===== config.mk =====
export PLATFORM = sky130hd
export DESIGN_NAME = spi_bridge_top
export DESIGN_NICKNAME = d
export VERILOG_FILES = /design/src/spi_bridge_pkg.sv /design/src/spi_byte_shifter.sv /design/src/spi_frame_engine.sv /design/src/wb_reg_bank.sv /design/src/spi_bridge_top.sv
export VERILOG_INCLUDE_DIRS = /design/src
export SDC_FILE = /design/constraint.sdc
export NUM_CORES = 1
export LEC_CHECK = 0
export BUFFER_PORTS_ARGS = -buffer_cell sky130_fd_sc_hd__buf_2
export CAP_MARGIN = 15
export CORE_UTILIZATION = 45
export CTS_BUF_LIST = sky130_fd_sc_hd__clkbuf_2 sky130_fd_sc_hd__clkbuf_4 sky130_fd_sc_hd__clkbuf_8
export CTS_CLUSTER_DIAMETER = 60
export DETAILED_ROUTE_END_ITERATION = 12
export PLACE_DENSITY = 0.62
export SYNTH_ARGS = -nofsm -noshare
export SYNTH_HDL_FRONTEND = slang
export SYNTH_HIERARCHICAL = 1
export SYNTH_SLANG_ARGS = --single-unit

===== constraint.sdc =====
create_clock -name spi_sclk -period 2.9 [get_ports spi_sclk]
set_input_delay 0.435 -clock spi_sclk [delete_from_list [all_inputs] [get_ports spi_sclk]]
set_output_delay 0.435 -clock spi_sclk [all_outputs]
set_load 0.05 [all_outputs]

===== src/spi_bridge_defs.svh =====
// SPI bridge parameters
`ifndef SPI_BRIDGE_DEFS_SVH
`define SPI_BRIDGE_DEFS_SVH

// Register bank depth
`define SPI_REG_COUNT 16

// Register address width, must cover the bank depth
`define SPI_ADDR_W 4

// Read flag in the command byte, bits 6:4 are don't care
`define SPI_CMD_READ_BIT 7

// Start address sits in the low bits of the command byte
// and uses `SPI_ADDR_W bits from bit 0 upwards

`endif


===== src/spi_bridge_pkg.sv =====
// SPI bridge shared types
`include "spi_bridge_defs.svh"

package spi_bridge_pkg;

    // Byte handed from the shifter to the frame engine
    typedef struct packed {
        logic       valid;                  // One-cycle pulse per completed byte
        logic       first;                  // Command byte of the frame
        logic [7:0] data;                   // Received byte, MSB first on the wire
    } rx_byte_t;

    // Wishbone classic master request
    typedef struct packed {
        logic                   cyc;        // Bus cycle in progress
        logic                   stb;        // Strobe, always with cyc here
        logic                   we;         // Write enable
        logic [`SPI_ADDR_W-1:0] adr;        // Register address
        logic [7:0]             dat;        // Write data
    } wb_req_t;

    // Wishbone classic slave response
    typedef struct packed {
        logic       ack;                    // Single-cycle acknowledge
        logic [7:0] dat;                    // Read data, valid with ack
    } wb_rsp_t;

endpackage


===== src/spi_byte_shifter.sv =====
// SPI byte shifter
`timescale 1ns/1ps

module spi_byte_shifter (
    input  logic                     spi_sclk,      // Serial clock, low when the frame opens
    input  logic                     spi_cs_n,      // Chip select, frame reset while high
    input  logic                     spi_rx,        // MOSI
    input  logic [7:0]               tx_byte,       // Byte to serve on MISO
    output logic                     spi_tx,        // MISO
    output spi_bridge_pkg::rx_byte_t rx_byte        // Completed byte with one-cycle valid
);
    import spi_bridge_pkg::*;

    logic [2:0] bit_idx;                            // Bit position in the byte, counts down
    logic [6:0] shift_q;                            // Leading seven bits of the byte in flight
    logic       cmd_seen;                           // Command byte already delivered
    logic       preload;                            // No falling edge seen yet in this frame
    logic       tx_bit;                             // MISO bit launched on the last falling edge
    logic [7:0] tx_q;                               // Transmit byte held for the current byte
    logic       byte_start;                         // This falling edge opens a new byte
    logic [7:0] tx_src;                             // Source of the next MISO bit

    // Receive side, MOSI sampled on rising edges
    always_ff @(posedge spi_sclk or posedge spi_cs_n) begin
        if (spi_cs_n) begin
            bit_idx  <= 3'd7;                       // Partial byte of an aborted frame is lost
            cmd_seen <= 1'b0;
            rx_byte  <= '0;
        end else begin
            bit_idx <= bit_idx - 3'd1;              // Wraps to 7 after the last bit
            if (bit_idx == 3'd0) begin
                rx_byte <= rx_byte_t'{valid: 1'b1,
                                      first: ~cmd_seen,
                                      data:  {shift_q, spi_rx}};
                cmd_seen <= 1'b1;
            end else begin
                rx_byte.valid <= 1'b0;              // Data stays until the next byte
            end
        end
    end

    always_ff @(posedge spi_sclk) begin
        shift_q <= {shift_q[5:0], spi_rx};          // Only the low bits are ever used
    end

    // Byte 0 starts on the first falling edge, later bytes when the index wraps
    assign byte_start = preload | (bit_idx == 3'd7);
    assign tx_src     = byte_start ? tx_byte : tx_q; // Engine may move tx_byte mid-byte

    // Transmit side, MISO launched on falling edges
    always_ff @(negedge spi_sclk or posedge spi_cs_n) begin
        if (spi_cs_n) begin
            preload <= 1'b1;
            tx_bit  <= 1'b0;
        end else begin
            preload <= 1'b0;
            tx_bit  <= tx_src[bit_idx];             // Index already moved by the rising edge
        end
    end

    always_ff @(negedge spi_sclk) begin
        if (byte_start) begin
            tx_q <= tx_byte;                        // Freeze the byte for its eight bits
        end
    end

    // Bit 7 of byte 0 goes out straight from tx_byte before any clock,
    // which is 0x00 while the engine is held in reset
    assign spi_tx = preload ? tx_byte[7] : tx_bit;

endmodule


===== src/spi_frame_engine.sv =====
// SPI frame engine
`timescale 1ns/1ps
`include "spi_bridge_defs.svh"

module spi_frame_engine (
    input  logic                     spi_sclk,      // Serial clock
    input  logic                     spi_cs_n,      // Frame reset while high
    input  spi_bridge_pkg::rx_byte_t rx_byte,       // Bytes from the shifter
    output logic [7:0]               tx_byte,       // Next MISO byte, latched by the shifter
    output spi_bridge_pkg::wb_req_t  wb_req,        // Wishbone master request
    input  spi_bridge_pkg::wb_rsp_t  wb_rsp         // Wishbone slave response
);
    import spi_bridge_pkg::*;

    logic                   rd_frame;               // Command byte asked for a read
    logic [`SPI_ADDR_W-1:0] addr_q;                 // Address for the next data byte
    logic [`SPI_ADDR_W-1:0] cyc_adr;                // Address of a cycle started now
    logic                   cyc_we;                 // Direction of a cycle started now
    logic                   cmd_rd;                 // Read flag of the byte on rx_byte
    logic                   issue;                  // Start a Wishbone cycle on this edge
    logic                   done;                   // Running cycle acked by the slave

    assign cmd_rd = rx_byte.data[`SPI_CMD_READ_BIT];

    // Command byte carries its own start address, data bytes follow the counter
    assign cyc_adr = rx_byte.first ? rx_byte.data[`SPI_ADDR_W-1:0] : addr_q;

    // Only read frames start a cycle on the command byte, so it is never a write
    assign cyc_we = rx_byte.first ? 1'b0 : ~rd_frame;

    // Write frames skip the command byte, read frames read after every byte
    assign issue = rx_byte.valid & (~rx_byte.first | cmd_rd);

    assign done = wb_req.cyc & wb_rsp.ack;

    // Frame state
    always_ff @(posedge spi_sclk or posedge spi_cs_n) begin
        if (spi_cs_n) begin
            rd_frame <= 1'b0;
            addr_q   <= '0;
        end else if (rx_byte.valid) begin
            if (rx_byte.first) begin
                rd_frame <= cmd_rd;                 // Bits 6:4 play no part
            end
            if (issue) begin
                addr_q <= cyc_adr + `SPI_ADDR_W'(1); // Wraps modulo the bank size
            end else begin
                addr_q <= cyc_adr;                  // Write command, first data byte uses it
            end
        end
    end

    // Wishbone master
    // Valid is seen one edge after the byte ends and cyc/stb rise there.
    // The slave acks one cycle later and the master drops cyc/stb on the
    // edge where it sees the ack, long before the next byte completes.
    always_ff @(posedge spi_sclk or posedge spi_cs_n) begin
        if (spi_cs_n) begin
            wb_req <= '0;                           // Abort kills any cycle in flight
        end else if (issue) begin
            wb_req <= wb_req_t'{cyc: 1'b1,
                                stb: 1'b1,
                                we:  cyc_we,
                                adr: cyc_adr,
                                dat: rx_byte.data};
        end else if (done) begin
            wb_req.cyc <= 1'b0;
            wb_req.stb <= 1'b0;                     // adr, we and dat just hold
        end
    end

    // Read data for MISO
    // A result returned after byte m is picked up by the shifter at the
    // start of byte m+2, so byte 1 of a read frame still sends 0x00
    always_ff @(posedge spi_sclk or posedge spi_cs_n) begin
        if (spi_cs_n) begin
            tx_byte <= 8'h00;
        end else if (done && !wb_req.we) begin
            tx_byte <= wb_rsp.dat;                  // Held until the next read returns
        end
    end

endmodule


===== src/wb_reg_bank.sv =====
// Wishbone register bank
`timescale 1ns/1ps
`include "spi_bridge_defs.svh"

module wb_reg_bank (
    input  logic                    spi_sclk,       // Bus clock
    input  logic                    spi_cs_n,       // Clears the ack only
    input  spi_bridge_pkg::wb_req_t wb_req,         // Request from the frame engine
    output spi_bridge_pkg::wb_rsp_t wb_rsp          // Registered response
);
    import spi_bridge_pkg::*;

    logic [7:0] regs [`SPI_REG_COUNT];              // Contents survive between frames
    logic       ack_q;                              // Registered acknowledge
    logic [7:0] dat_q;                              // Read data, captured with the ack
    logic       access;                             // Request not yet acknowledged

    // Ack high means the current request is already served
    assign access = wb_req.cyc & wb_req.stb & ~ack_q;

    // Storage and read port
    always_ff @(posedge spi_sclk) begin
        if (access && wb_req.we) begin
            regs[wb_req.adr] <= wb_req.dat;         // Single write per cycle
        end
        if (access) begin
            dat_q <= regs[wb_req.adr];              // Old value on a write, never used
        end
    end

    // Exactly one ack cycle per request
    always_ff @(posedge spi_sclk or posedge spi_cs_n) begin
        if (spi_cs_n) begin
            ack_q <= 1'b0;                          // No stale ack after an abort
        end else begin
            ack_q <= access;
        end
    end

    assign wb_rsp = wb_rsp_t'{ack: ack_q, dat: dat_q};

endmodule


===== src/spi_bridge_top.sv =====
// SPI register bridge top
`timescale 1ns/1ps

module spi_bridge_top (
    input  logic spi_sclk,                          // SPI clock, also the bus clock
    input  logic spi_cs_n,                          // Chip select, active low
    input  logic spi_rx,                            // MOSI
    output logic spi_tx                             // MISO, low between frames
);
    import spi_bridge_pkg::*;

    rx_byte_t   rx_byte;                            // Shifter to engine
    logic [7:0] tx_byte;                            // Engine to shifter
    wb_req_t    wb_req;                             // Engine to bank
    wb_rsp_t    wb_rsp;                             // Bank to engine

    // Serial side
    spi_byte_shifter spi_byte_shifter_inst (
        .spi_sclk (spi_sclk),
        .spi_cs_n (spi_cs_n),
        .spi_rx   (spi_rx),
        .tx_byte  (tx_byte),
        .spi_tx   (spi_tx),
        .rx_byte  (rx_byte)
    );

    // Command decode and Wishbone master
    spi_frame_engine spi_frame_engine_inst (
        .spi_sclk (spi_sclk),
        .spi_cs_n (spi_cs_n),
        .rx_byte  (rx_byte),
        .tx_byte  (tx_byte),
        .wb_req   (wb_req),
        .wb_rsp   (wb_rsp)
    );

    // Register storage
    wb_reg_bank wb_reg_bank_inst (
        .spi_sclk (spi_sclk),
        .spi_cs_n (spi_cs_n),
        .wb_req   (wb_req),
        .wb_rsp   (wb_rsp)
    );

endmodule


After elaboration in Yosys (flattened, before gate mapping)
Memories as Yosys holds them, arrays and structs flattened. A register that Yosys moved wholly into a read port is not among the register bits.
Index checks and enable logic that the tools add are counted.
{"block": "totals", "reg_bits": 60, "ram_bits": 128, "mem_count": 1}
{"block": "op_classes", "add_sub_neg": 2, "magnitude_cmp": 1, "n_eq_ne": 1, "mux": 12, "bitwise": 10, "reduce_logical": 6}
{"memory": "wb_reg_bank_inst.regs", "depth": 16, "word_bits": 8, "read_ports": 1, "rd_clocked_by_memory_dff": 1, "write_ports": 1, "line_no": "wb_reg_bank.sv:13", "source": "logic [7:0] regs [`SPI_REG_COUNT];"}
{"operator": "$mux W4", "n": 2}
{"operator": "$mux W8", "n": 1}
{"operator": "$mux W1", "n": 6}
{"operator": "$add A4 B1 Y4 const B", "n": 1}
{"operator": "$and A1 B1 Y1", "n": 4}
{"operator": "$lt A3 B4 Y1 const B", "n": 1}
{"operator": "$mux W2", "n": 2}
{"operator": "$not A1 Y1", "n": 4}
{"operator": "$bmux W1 S3", "n": 1}
{"operator": "$eq A3 B3 Y1 const B", "n": 1}
{"operator": "$logic_not A3 Y1", "n": 1}
{"operator": "$sub A3 B1 Y3 const B", "n": 1}
{"operator": "$logic_and A1 B1 Y1", "n": 2}
{"operator": "$or A1 B1 Y1", "n": 2}
{"operator": "$reduce_and A2 Y1", "n": 1}
{"operator": "$reduce_bool A2 Y1", "n": 1}
{"operator": "$logic_not A1 Y1", "n": 1}

Depth between registers and ports, before layout
Gate-level depths: netlist of the first run.
{"block": "depth", "depth_word": 5, "mapped_depth": 8, "ltp_nobuf": 7}

By module
Netlist of the first run, hierarchy kept.
{"module": "wb_reg_bank", "n_inst": 1, "cells_each": 238, "area_per_inst_um2": 5280.1}
{"module": "spi_frame_engine", "n_inst": 1, "cells_each": 87, "area_per_inst_um2": 1167.4}
{"module": "spi_byte_shifter", "n_inst": 1, "cells_each": 82, "area_per_inst_um2": 1159.9}

==> impl_metrics.tcl, run 1 <==
set metrics [dict create \
    crit_arrival_ns 2.88 \
    layoutNonFillerInstCount 680 \
    finalSetupTns_ns -0.782 \
    dp_slack_ns -0.357 \
    synthXorXnorAreaFrac 0.00461 \
    critPathMaxStageDelay_ns 0.53 \
    critPathLaunch "spi_byte_shifter_inst/preload" \
    cellLeakagePower_uw 0.00307 \
    synth_adder_area_share 0.00658 \
    skew_ns 0.0612 \
    grt_max_degree 28 \
    tightest_slew_ns 0.796 \
    antenna_found_initial 0 \
    grt_pass1_vias 3749 \
    row_count 47 \
    powerDensity_nw_per_um2 634 \
    drc 0 \
    cts.htree.levels 4 \
    insertion_delay_ns 0.46 \
    synth_area_um2 7610 \
    dieArea_um2 17400 \
    cts_buffers 17 \
    cp.depth 2 \
    ys_types 46 \
    holdPathStages 1 \
    critical_path_class "flop to primary output" \
    final-max-slew-violation-count 0 \
    post_cts_buffers 0 \
    wl_per_cell_um 20.2 \
    setup_violations 2 \
    start_kind "flop" \
    nets 454 \
    ys.flop_type "edfxtp_1" \
    syn_nets 414 \
    drt-total-wl_um 13700 \
    drive_gt1_frac 0.289 \
    die_w_um 132 \
    rsz0062_at_grt "yes" \
    hp-class "input port to flop" \
    drt-initial-drc-count 196 \
    fin_ws_ns -0.416 \
    cp_top_family "flip-flops" \
    layout_common_cells "136 x edfxtp_1, 38 x dfrtp_1, 36 x mux2_2" \
    synth_simple_gate_area_share 0.0424 \
    yosysWarnings 6 \
    worstPathRequired_ns 2.47 \
    boundaryPins 4 \
    synth_top_family_by_area "multiplexers" \
    grt_pass1_wl_um 21400 \
    final_common_cell "edfxtp_1" \
    maxSlewHeadroom 0.469 \
    num_vias 3632 \
    reg2reg_slack_ns -0.37 \
    dp_hpwl_um 8790 \
    cts.sinks 195 \
    violations "negative setup slack" \
    antenna_left 0 \
    rr_startpoint "spi_byte_shifter_inst/bit_idx[1]" \
    gp_routability_congestion 0.822 \
    outcome "finished with violations" \
    worstPathCellList "mux2_4, buf_6" \
    vias_per_cell 5.34 \
    seq_area_frac_synth 0.722 \
    reg2regPathDepth 6 \
    cp_max_fo 2 \
    grt_usage 0.171 \
    hold_ws_ns 0.0980 \
    grt_overflow 0 \
    antenna_cells 0 \
    r2r_end "spi_byte_shifter_inst/tx_bit" \
    hold_path_end "spi_byte_shifter_inst/shift_q[0]" \
    cts_root_buffer "clkbuf_8" \
    ys_seq_elements 195 \
    vdd_drop_max_mv 0.423 \
    syn_to_final_growth_pct 11.8 \
    cts_max_path_buffers 2 \
    avgSynthCellArea_um2 18.7 \
    power_uw 5400 \
    io_buffer_count 3 \
    drv_cap 0 \
    synthMuxAreaShare 0.170 \
    fp.dieH_um 132 \
    synth-compound-area-share 0.0321 \
    start_util 0.460 \
    cp_slowest_cell "dfstp_2" \
    cts_tree "yes" \
    place_inst 639 \
    ys_async_sr_fraction 0.226 \
    core_um2 16500 \
    min-delay-start "spi_rx" \
    synth-edff-count 136 \
    crit_path_end_kind "primary output" \
    fill_cells 1319 \
    finalHoldViolCount 0 \
    worst-path-buf-inv 1 \
    drt_pass1_iterations 6 \
    syn_inst 407 \
    clk_pin_slew_ns 0.09 \
]
-- how the worst max path moves through the flow --
stage,slack (ns),to
2_1_floorplan,-0.30,spi_byte_shifter_inst/tx_bit
3_3_place_gp,-0.31,spi_byte_shifter_inst/tx_bit
3_5_place_dp,-0.36,spi_byte_shifter_inst/tx_bit
4_1_cts,-0.45,spi_tx
5_1_grt,-0.47,spi_tx
6_report,-0.42,spi_tx
-- state kept, by name, indices dropped and copies added (netlist names) --
register,count
spi_byte_shifter_inst/bit_idx,3
spi_byte_shifter_inst/cmd_seen,1
spi_byte_shifter_inst/preload,1
spi_byte_shifter_inst/rx_byte,10
spi_byte_shifter_inst/shift_q,7
spi_byte_shifter_inst/tx_bit,1
spi_byte_shifter_inst/tx_q,8
spi_frame_engine_inst/addr_q,4
spi_frame_engine_inst/rd_frame,1
spi_frame_engine_inst/tx_byte,8
spi_frame_engine_inst/wb_req,14
wb_reg_bank_inst/ack_q,1
wb_reg_bank_inst/dat_q,8
wb_reg_bank_inst/regs,128
-- cells in the mapped netlist (3+ instances only) --
cell / number / area share
mux2i_1: 5 / 0.0066
dfstp_2: 4 / 0.014
nor2_1: 17 / 0.0084
mux4_1: 16 / 0.055
a21oi_1: 3 / 0.0020
o21ai_0: 6 / 0.0039
nor3_1: 6 / 0.0039
buf_6: 4 / 0.0059
a22o_1: 3 / 0.0035
dfxtp_1: 15 / 0.039
dfrtp_1: 39 / 0.13
buf_2: 6 / 0.0039
clkbuf_1: 4 / 0.0020
edfxtp_1: 136 / 0.54
a22oi_1: 16 / 0.016
buf_1: 3 / 0.0015
ha_1: 4 / 0.0066
nand3b_1: 3 / 0.0030
mux2_2: 37 / 0.055
mux4_2: 18 / 0.053
nand2_1: 19 / 0.0094
nand2b_1: 4 / 0.0033
inv_1: 10 / 0.0049
-- layer usage --
layer / vias to the layer above / track usage / part of all wire
met5: - / 0 / 0
met4: 0 / 0.0678 / 0.011
met3: 6 / 0.0358 / 0.022
met2: 39 / 0.285 / 0.52
met1: 1910 / 0.221 / 0.44
li1: 1677 / - / -
-- cell type report --
cell class / count / area [um2] / share of cell area
sequential: 195 / 5490 / 0.646
inverter: 9 / 33.8 / 0.00397
timing repair buffer: 33 / 273 / 0.0321
clock inverter: 22 / 208 / 0.0244
tap: 220 / 275 / 0.0324
multi-input combinational: 182 / 1980 / 0.233
clock buffer: 19 / 246 / 0.0290
-- repair_timing --
action                                  CTS  global route
hold buffers                              1             0
gates resized for setup                   5             3
pin swaps                                 0             2
endpoints found under the setup margin    9             9
endpoints found under the hold margin     1             0
cloned                                    0             0
-- cells by family (layout without fill, tap and decap cells) --
kind of cell / count (synthesis) / in the layout
AO/OA/AOI/OAI: 33 / 33
XOR/XNOR: 4 / 4
adder cells (fa/ha/maj): 4 / 4
buffers and inverters: 30 / 83
flip-flops: 195 / 195
multiplexers: 76 / 76
other: 1 / 1
AND/OR/NAND/NOR: 64 / 64
-- stage by stage --
step / cell area, um2 / utilization
floorplan: 7620 / -
global placement: 8010 / 0.485
detailed placement: 8010 / 0.485
CTS: 8490 / 0.514
global route: 8510 / 0.515
finish: 8510 / 0.515
-- power breakdown --
group	leakage, uW	total (uW)	internal, uW	switching [uW]
combinational	0.000940	401	192	209
sequential	0.00188	3140	3030	105
clock	0.000252	1860	896	962
-- worst reg2reg max path, stage by stage, from the launching register on --
cell     delay (ns)
dfstp_2        0.39
ha_4           0.16
a21oi_4        0.14
buf_6          0.13
mux4_2         0.49
nor3b_2        0.21
nor4_1         0.07
Power figures use the tool's default switching activity.
==> run 2: changes to the inputs <==
- CORE_ASPECT_RATIO: not set -> 1.4
==> run 2 against run 1 <==
The flow finishes with violations (design-rule violations, negative setup slack). Clock skew fell by 0.0010 ns. Clock power fell by 12%. Critical endpoint unchanged. Routed wire length fell by 1.2%. Sequential share of layout area rose by 0.51 points. Final cell count fell by 2.9%.
==> impl_metrics.tcl, run 2 (same netlist as run 1, synthesis figures left out) <==
set metrics [dict create \
    boundaryPins 4 \
    drt_pass1_iterations 10 \
    cts_tree "yes" \
    outcome "finished with violations" \
    drive_gt1_frac 0.291 \
    violations "design-rule violations, negative setup slack" \
    critical_path_class "flop to primary output" \
    syn_to_final_growth_pct 10.9 \
    p_sw_uw 1300 \
    holdPathStages 1 \
    largest_register "wb_reg_bank_inst/regs" \
    drv_cap 0 \
    antenna_left 0 \
    finalSetupTns_ns -0.780 \
    cp_slowest_cell "dfstp_2" \
    critPathMaxStageDelay_ns 0.53 \
    fp.dieH_um 156 \
    crit_path_end_kind "primary output" \
    vias_per_cell 5.50 \
    core_um2 16400 \
    cts_max_path_buffers 2 \
    io_buffer_count 3 \
    cp_max_fo 2 \
    crit_arrival_ns 2.89 \
    cp_top_family "flip-flops" \
    nets 456 \
    start_kind "flop" \
    final-max-slew-violation-count 0 \
    gp_routability_congestion 0.743 \
    setup_violations 2 \
    clkPwrFrac 0.316 \
    dp_hpwl_um 8990 \
    num_vias 3633 \
    start_util 0.464 \
    wl_per_cell_um 20.5 \
    finalHoldViolCount 0 \
    top_regs "wb_reg_bank_inst/regs: 128 flops, spi_frame_engine_inst/wb_req: 14 flops, spi_byte_shifter_inst/rx_byte: 10 flops" \
    drt-total-wl_um 13600 \
    insertion_delay_ns 0.46 \
    rsz0062_at_grt "yes" \
    utilization 0.515 \
    skew_ns 0.0602 \
    grt_usage 0.169 \
    cts_buffers 17 \
    power_uw 5170 \
    drc 1 \
    cts_root_buffer "clkbuf_8" \
    row_count 55 \
    powerDensity_nw_per_um2 612 \
    reg2regPathDepth 6 \
    fin_ws_ns -0.422 \
    worst-path-buf-inv 1 \
    seqPwrFrac 0.606 \
    grt_max_degree 28 \
    largest_register_ffs 128 \
    grt_overflow 0 \
    maxSlewHeadroom 0.494 \
    grt_pass1_vias 3850 \
    grt_pass1_wl_um 21600 \
    antenna_cells 0 \
    final_common_cell "edfxtp_1" \
    dieArea_um2 17400 \
    layout_common_cells "136 x edfxtp_1, 38 x dfrtp_1, 36 x mux2_2" \
    worstPathRequired_ns 2.47 \
    sw_frac_of_total 0.251 \
    cellLeakagePower_uw 0.00305 \
    cp.depth 2 \
    vdd_drop_max_mv 0.325 \
    antenna_found_initial 0 \
    die_w_um 112 \
    worstPathCellList "mux2_4, buf_6" \
    post_cts_buffers 0 \
    cts.htree.levels 4 \
    clk_pin_slew_ns 0.10 \
    cts.sinks 195 \
    tightest_slew_ns 0.759 \
    drt-initial-drc-count 263 \
    p_comb_frac 0.078 \
    hp-class "input port to flop" \
    p_int_uw 3870 \
]
-- run 2: cell types whose count changed in the layout (fill, tap and decap cells not counted), moves of 2 or more --
cell and change:
bufinv_16 -3, buf_4 +2, inv_6 +2, inv_8 +2
-- run 2: final timing paths --
| path | startpoint | endpoint | slack [ns] |
|---|---|---|---|
| hold reg to reg | spi_byte_shifter_inst/shift_q[1] | spi_byte_shifter_inst/shift_q[2] | 0.35 |
| max in group asynchronous | spi_cs_n | spi_byte_shifter_inst/preload | 0.72 |
| hold / removal | spi_rx | spi_byte_shifter_inst/shift_q[0] | 0.1 |
| min in group asynchronous | spi_cs_n | wb_reg_bank_inst/ack_q | 0.39 |
| setup reg to reg | spi_byte_shifter_inst/bit_idx[1] | spi_byte_shifter_inst/tx_bit | -0.36 |
| setup / recovery | spi_byte_shifter_inst/preload | spi_tx | -0.42 |
-- run 2: per-layer routing --
layer  vias up  wire, um  track usage
met5         -         0            0
met4         0       273       0.0714
met3        13       465       0.0311
met2        65      7300        0.295
met1      1883      5520        0.207
li1       1672         -            -
-- run 2: metrics by stage --
| stage | setup WS [ns] | hold slack, ns | std cells | area, um2 |
|---|---|---|---|---|
| detailed placement | -0.400 | 0.306 | 620 | 8000 |
| global placement | -0.345 | 0.306 | 620 | 8000 |
| finish | -0.422 | 0.0979 | 660 | 8440 |
| global route | -0.481 | 0.0625 | 660 | 8440 |
| CTS | -0.447 | 0.0699 | 660 | 8420 |
| floorplan | -0.305 | 0.164 | 407 | 7620 |
-- run 2: timing repair --
item                                    in CTS  in global routing
pin swaps                                    1                  0
endpoints found under the setup margin       7                  7
hold buffers                                 1                  0
resized for setup                            6                  2
hold endpoints to repair                     1                  0
-- run 2: power groups by stage --
stage	registers [uW]	logic (uW)	clock network [uW]
finish	3130	406	1630
global route	3140	446	1790
CTS	3130	412	1690
detailed placement	3190	409	21.2
global placement	3190	404	21.2
floorplan	3130	327	21.2
-- run 2: final cells by class --
type                    instances  area [um2]
fillers                      1335        7940
clock inverters                22         149
flip-flops and latches        195        5490
inverters                       9        33.8
well taps                     199         249
multi-input cells             182        1990
clock buffers                  18         241
repair buffers                 35         284
-- run 2: worst register-to-register path, delay by kind of cell (launching register included) --
kind	cells	cell delay (ns)
buffers and inverters	1	0.13
flip-flops	1	0.40
AO/OA/AOI/OAI	1	0.18
multiplexers	1	0.50
adder cells (fa/ha/maj)	1	0.17
AND/OR/NAND/NOR	2	0.23
==> run 3: changes to the inputs <==
- CORE_ASPECT_RATIO: 1.4 -> not set
- PLACE_DENSITY: 0.62 -> not set
==> run 3 against run 2 <==
The flow finishes with violations (negative setup slack). Register-to-register slack gained 0.02 ns. Clock skew grew 0.00062 ns. Critical path type unchanged. Sequential share of layout area shrank 0.56 points. Non-clock buffer count shrank 3. Highest routed layer unchanged. Sequential power is essentially flat. Combinational power grew 4%. Clock-buffer cell count grew 5.
==> impl_metrics.tcl, run 3 (same netlist as run 1, synthesis figures left out) <==
set metrics [dict create \
    outcome "finished with violations" \
    violations "negative setup slack" \
    start_util 0.460 \
    dp_hpwl_um 8840 \
    boundaryPins 4 \
    grt_pass1_vias 3812 \
    sw_frac_of_total 0.226 \
    grt_usage 0.173 \
    cp_max_fo 2 \
    p_sw_uw 1220 \
    setup_violations 2 \
    cts_buffers 17 \
    die_w_um 132 \
    min-delay-start "spi_rx" \
    syn_to_final_growth_pct 11.9 \
    antenna_cells 0 \
    cts.htree.levels 4 \
    final_common_cell "edfxtp_1" \
    clkPwrFrac 0.342 \
    tightest_slew_ns 0.830 \
    holdPathStages 1 \
    worstPathCellList "mux2_4, buf_6" \
    hold_path_end "spi_byte_shifter_inst/shift_q[0]" \
    insertion_delay_ns 0.46 \
    nets 453 \
    place_inst 638 \
    vias_per_cell 5.44 \
    fin_ws_ns -0.409 \
    cts_max_path_buffers 2 \
    cts.sinks 195 \
    grt_overflow 0 \
    drt-initial-drc-count 260 \
    critical_path_class "flop to primary output" \
    antenna_found_initial 0 \
    reg2reg_slack_ns -0.34 \
    post_cts_buffers 0 \
    reg2regPathDepth 6 \
    drive_gt1_frac 0.288 \
    critPathMaxStageDelay_ns 0.53 \
    skew_ns 0.0608 \
    final-max-slew-violation-count 0 \
    start_kind "flop" \
    crit_arrival_ns 2.87 \
    cp_top_family "flip-flops" \
    largest_register "wb_reg_bank_inst/regs" \
    io_buffer_count 3 \
    num_vias 3694 \
    cellLeakagePower_uw 0.00308 \
    finalSetupTns_ns -0.753 \
    grt_pass1_wl_um 21800 \
    wl_per_cell_um 20.4 \
    grt_max_degree 24 \
    rr_startpoint "spi_byte_shifter_inst/bit_idx[1]" \
    row_count 47 \
    p_int_uw 4180 \
    layoutNonFillerInstCount 679 \
    crit_path_end_kind "primary output" \
    drc 0 \
    rsz0062_at_grt "yes" \
    r2r_end "spi_byte_shifter_inst/tx_bit" \
    drt-total-wl_um 13800 \
    maxSlewHeadroom 0.444 \
    cp_slowest_cell "dfstp_2" \
    largest_register_ffs 128 \
    cts_root_buffer "clkbuf_8" \
    vdd_drop_max_mv 0.380 \
    worst-path-buf-inv 1 \
    top_regs "wb_reg_bank_inst/regs: 128 flops, spi_frame_engine_inst/wb_req: 14 flops, spi_byte_shifter_inst/rx_byte: 10 flops" \
    hp-class "input port to flop" \
    drv_cap 0 \
    layout_common_cells "136 x edfxtp_1, 38 x dfrtp_1, 36 x mux2_2" \
    core_um2 16500 \
    drt_pass1_iterations 4 \
    finalHoldViolCount 0 \
    p_comb_frac 0.078 \
    worstPathRequired_ns 2.47 \
    dieArea_um2 17400 \
    antenna_left 0 \
    powerDensity_nw_per_um2 634 \
    gp_routability_congestion 0.797 \
    cts_tree "yes" \
    seqPwrFrac 0.579 \
    fp.dieH_um 132 \
    clk_pin_slew_ns 0.08 \
]
==> run 3: how the worst max path moves through the flow <==
stage / from / to / slack (ns) / cells past startpoint
after floorplan: spi_byte_shifter_inst/bit_idx[0] / spi_byte_shifter_inst/tx_bit / -0.30 / 6
after global placement: spi_byte_shifter_inst/bit_idx[1] / spi_byte_shifter_inst/tx_bit / -0.33 / 5
after detailed placement: spi_byte_shifter_inst/bit_idx[1] / spi_byte_shifter_inst/tx_bit / -0.35 / 5
after CTS: spi_byte_shifter_inst/preload / spi_tx / -0.43 / 2
after global routing: spi_byte_shifter_inst/preload / spi_tx / -0.45 / 2
final: spi_byte_shifter_inst/preload / spi_tx / -0.41 / 2
==> run 3: what timing repair did <==
item,4_1_cts,5_1_grt
gates cloned,0,0
endpoints found under the setup margin,3,2
hold endpoints to repair,1,0
gates resized for setup,5,2
pin swaps,2,1
hold buffers,1,0
==> run 3: metal layers <==
| layer | wire length [um] | vias up | global-route usage |
|---|---|---|---|
| met5 | 0 | - | 0 |
| met3 | 467 | 26 | 0.0315 |
| met1 | 6200 | 1936 | 0.229 |
| met4 | 413 | 0 | 0.0872 |
| li1 | - | 1671 | - |
| met2 | 6750 | 61 | 0.275 |
==> run 3: final cells by class <==
| cell class | count | area (um2) |
|---|---|---|
| sequential | 195 | 5490 |
| clock inverter | 18 | 160 |
| multi-input combinational | 182 | 1990 |
| clock buffer | 23 | 292 |
| inverter | 9 | 33.8 |
| fill | 1316 | 8010 |
| timing repair buffer | 32 | 270 |
| tap | 220 | 275 |
==> run 3: power groups by stage <==
stage | clock, uW | combinational, uW | sequential (uW)
6_report | 1850 | 422 | 3130
5_1_grt | 2010 | 462 | 3140
4_1_cts | 1890 | 425 | 3130
3_5_place_dp | 21.2 | 422 | 3190
3_3_place_gp | 21.2 | 414 | 3190
2_1_floorplan | 21.2 | 327 | 3130
==> run 3: per-stage QoR <==
stage / hold WS [ns] / setup slack (ns) / utilization / power (uW) / area [um2]
global route: 0.0752 / -0.454 / 0.515 / 5610 / 8510
detailed placement: 0.307 / -0.351 / 0.485 / 3640 / 8020
CTS: 0.0696 / -0.434 / 0.514 / 5450 / 8500
floorplan: 0.164 / -0.305 / - / 3470 / 7620
global placement: 0.309 / -0.331 / 0.485 / 3620 / 8020
finish: 0.105 / -0.409 / 0.515 / 5400 / 8510
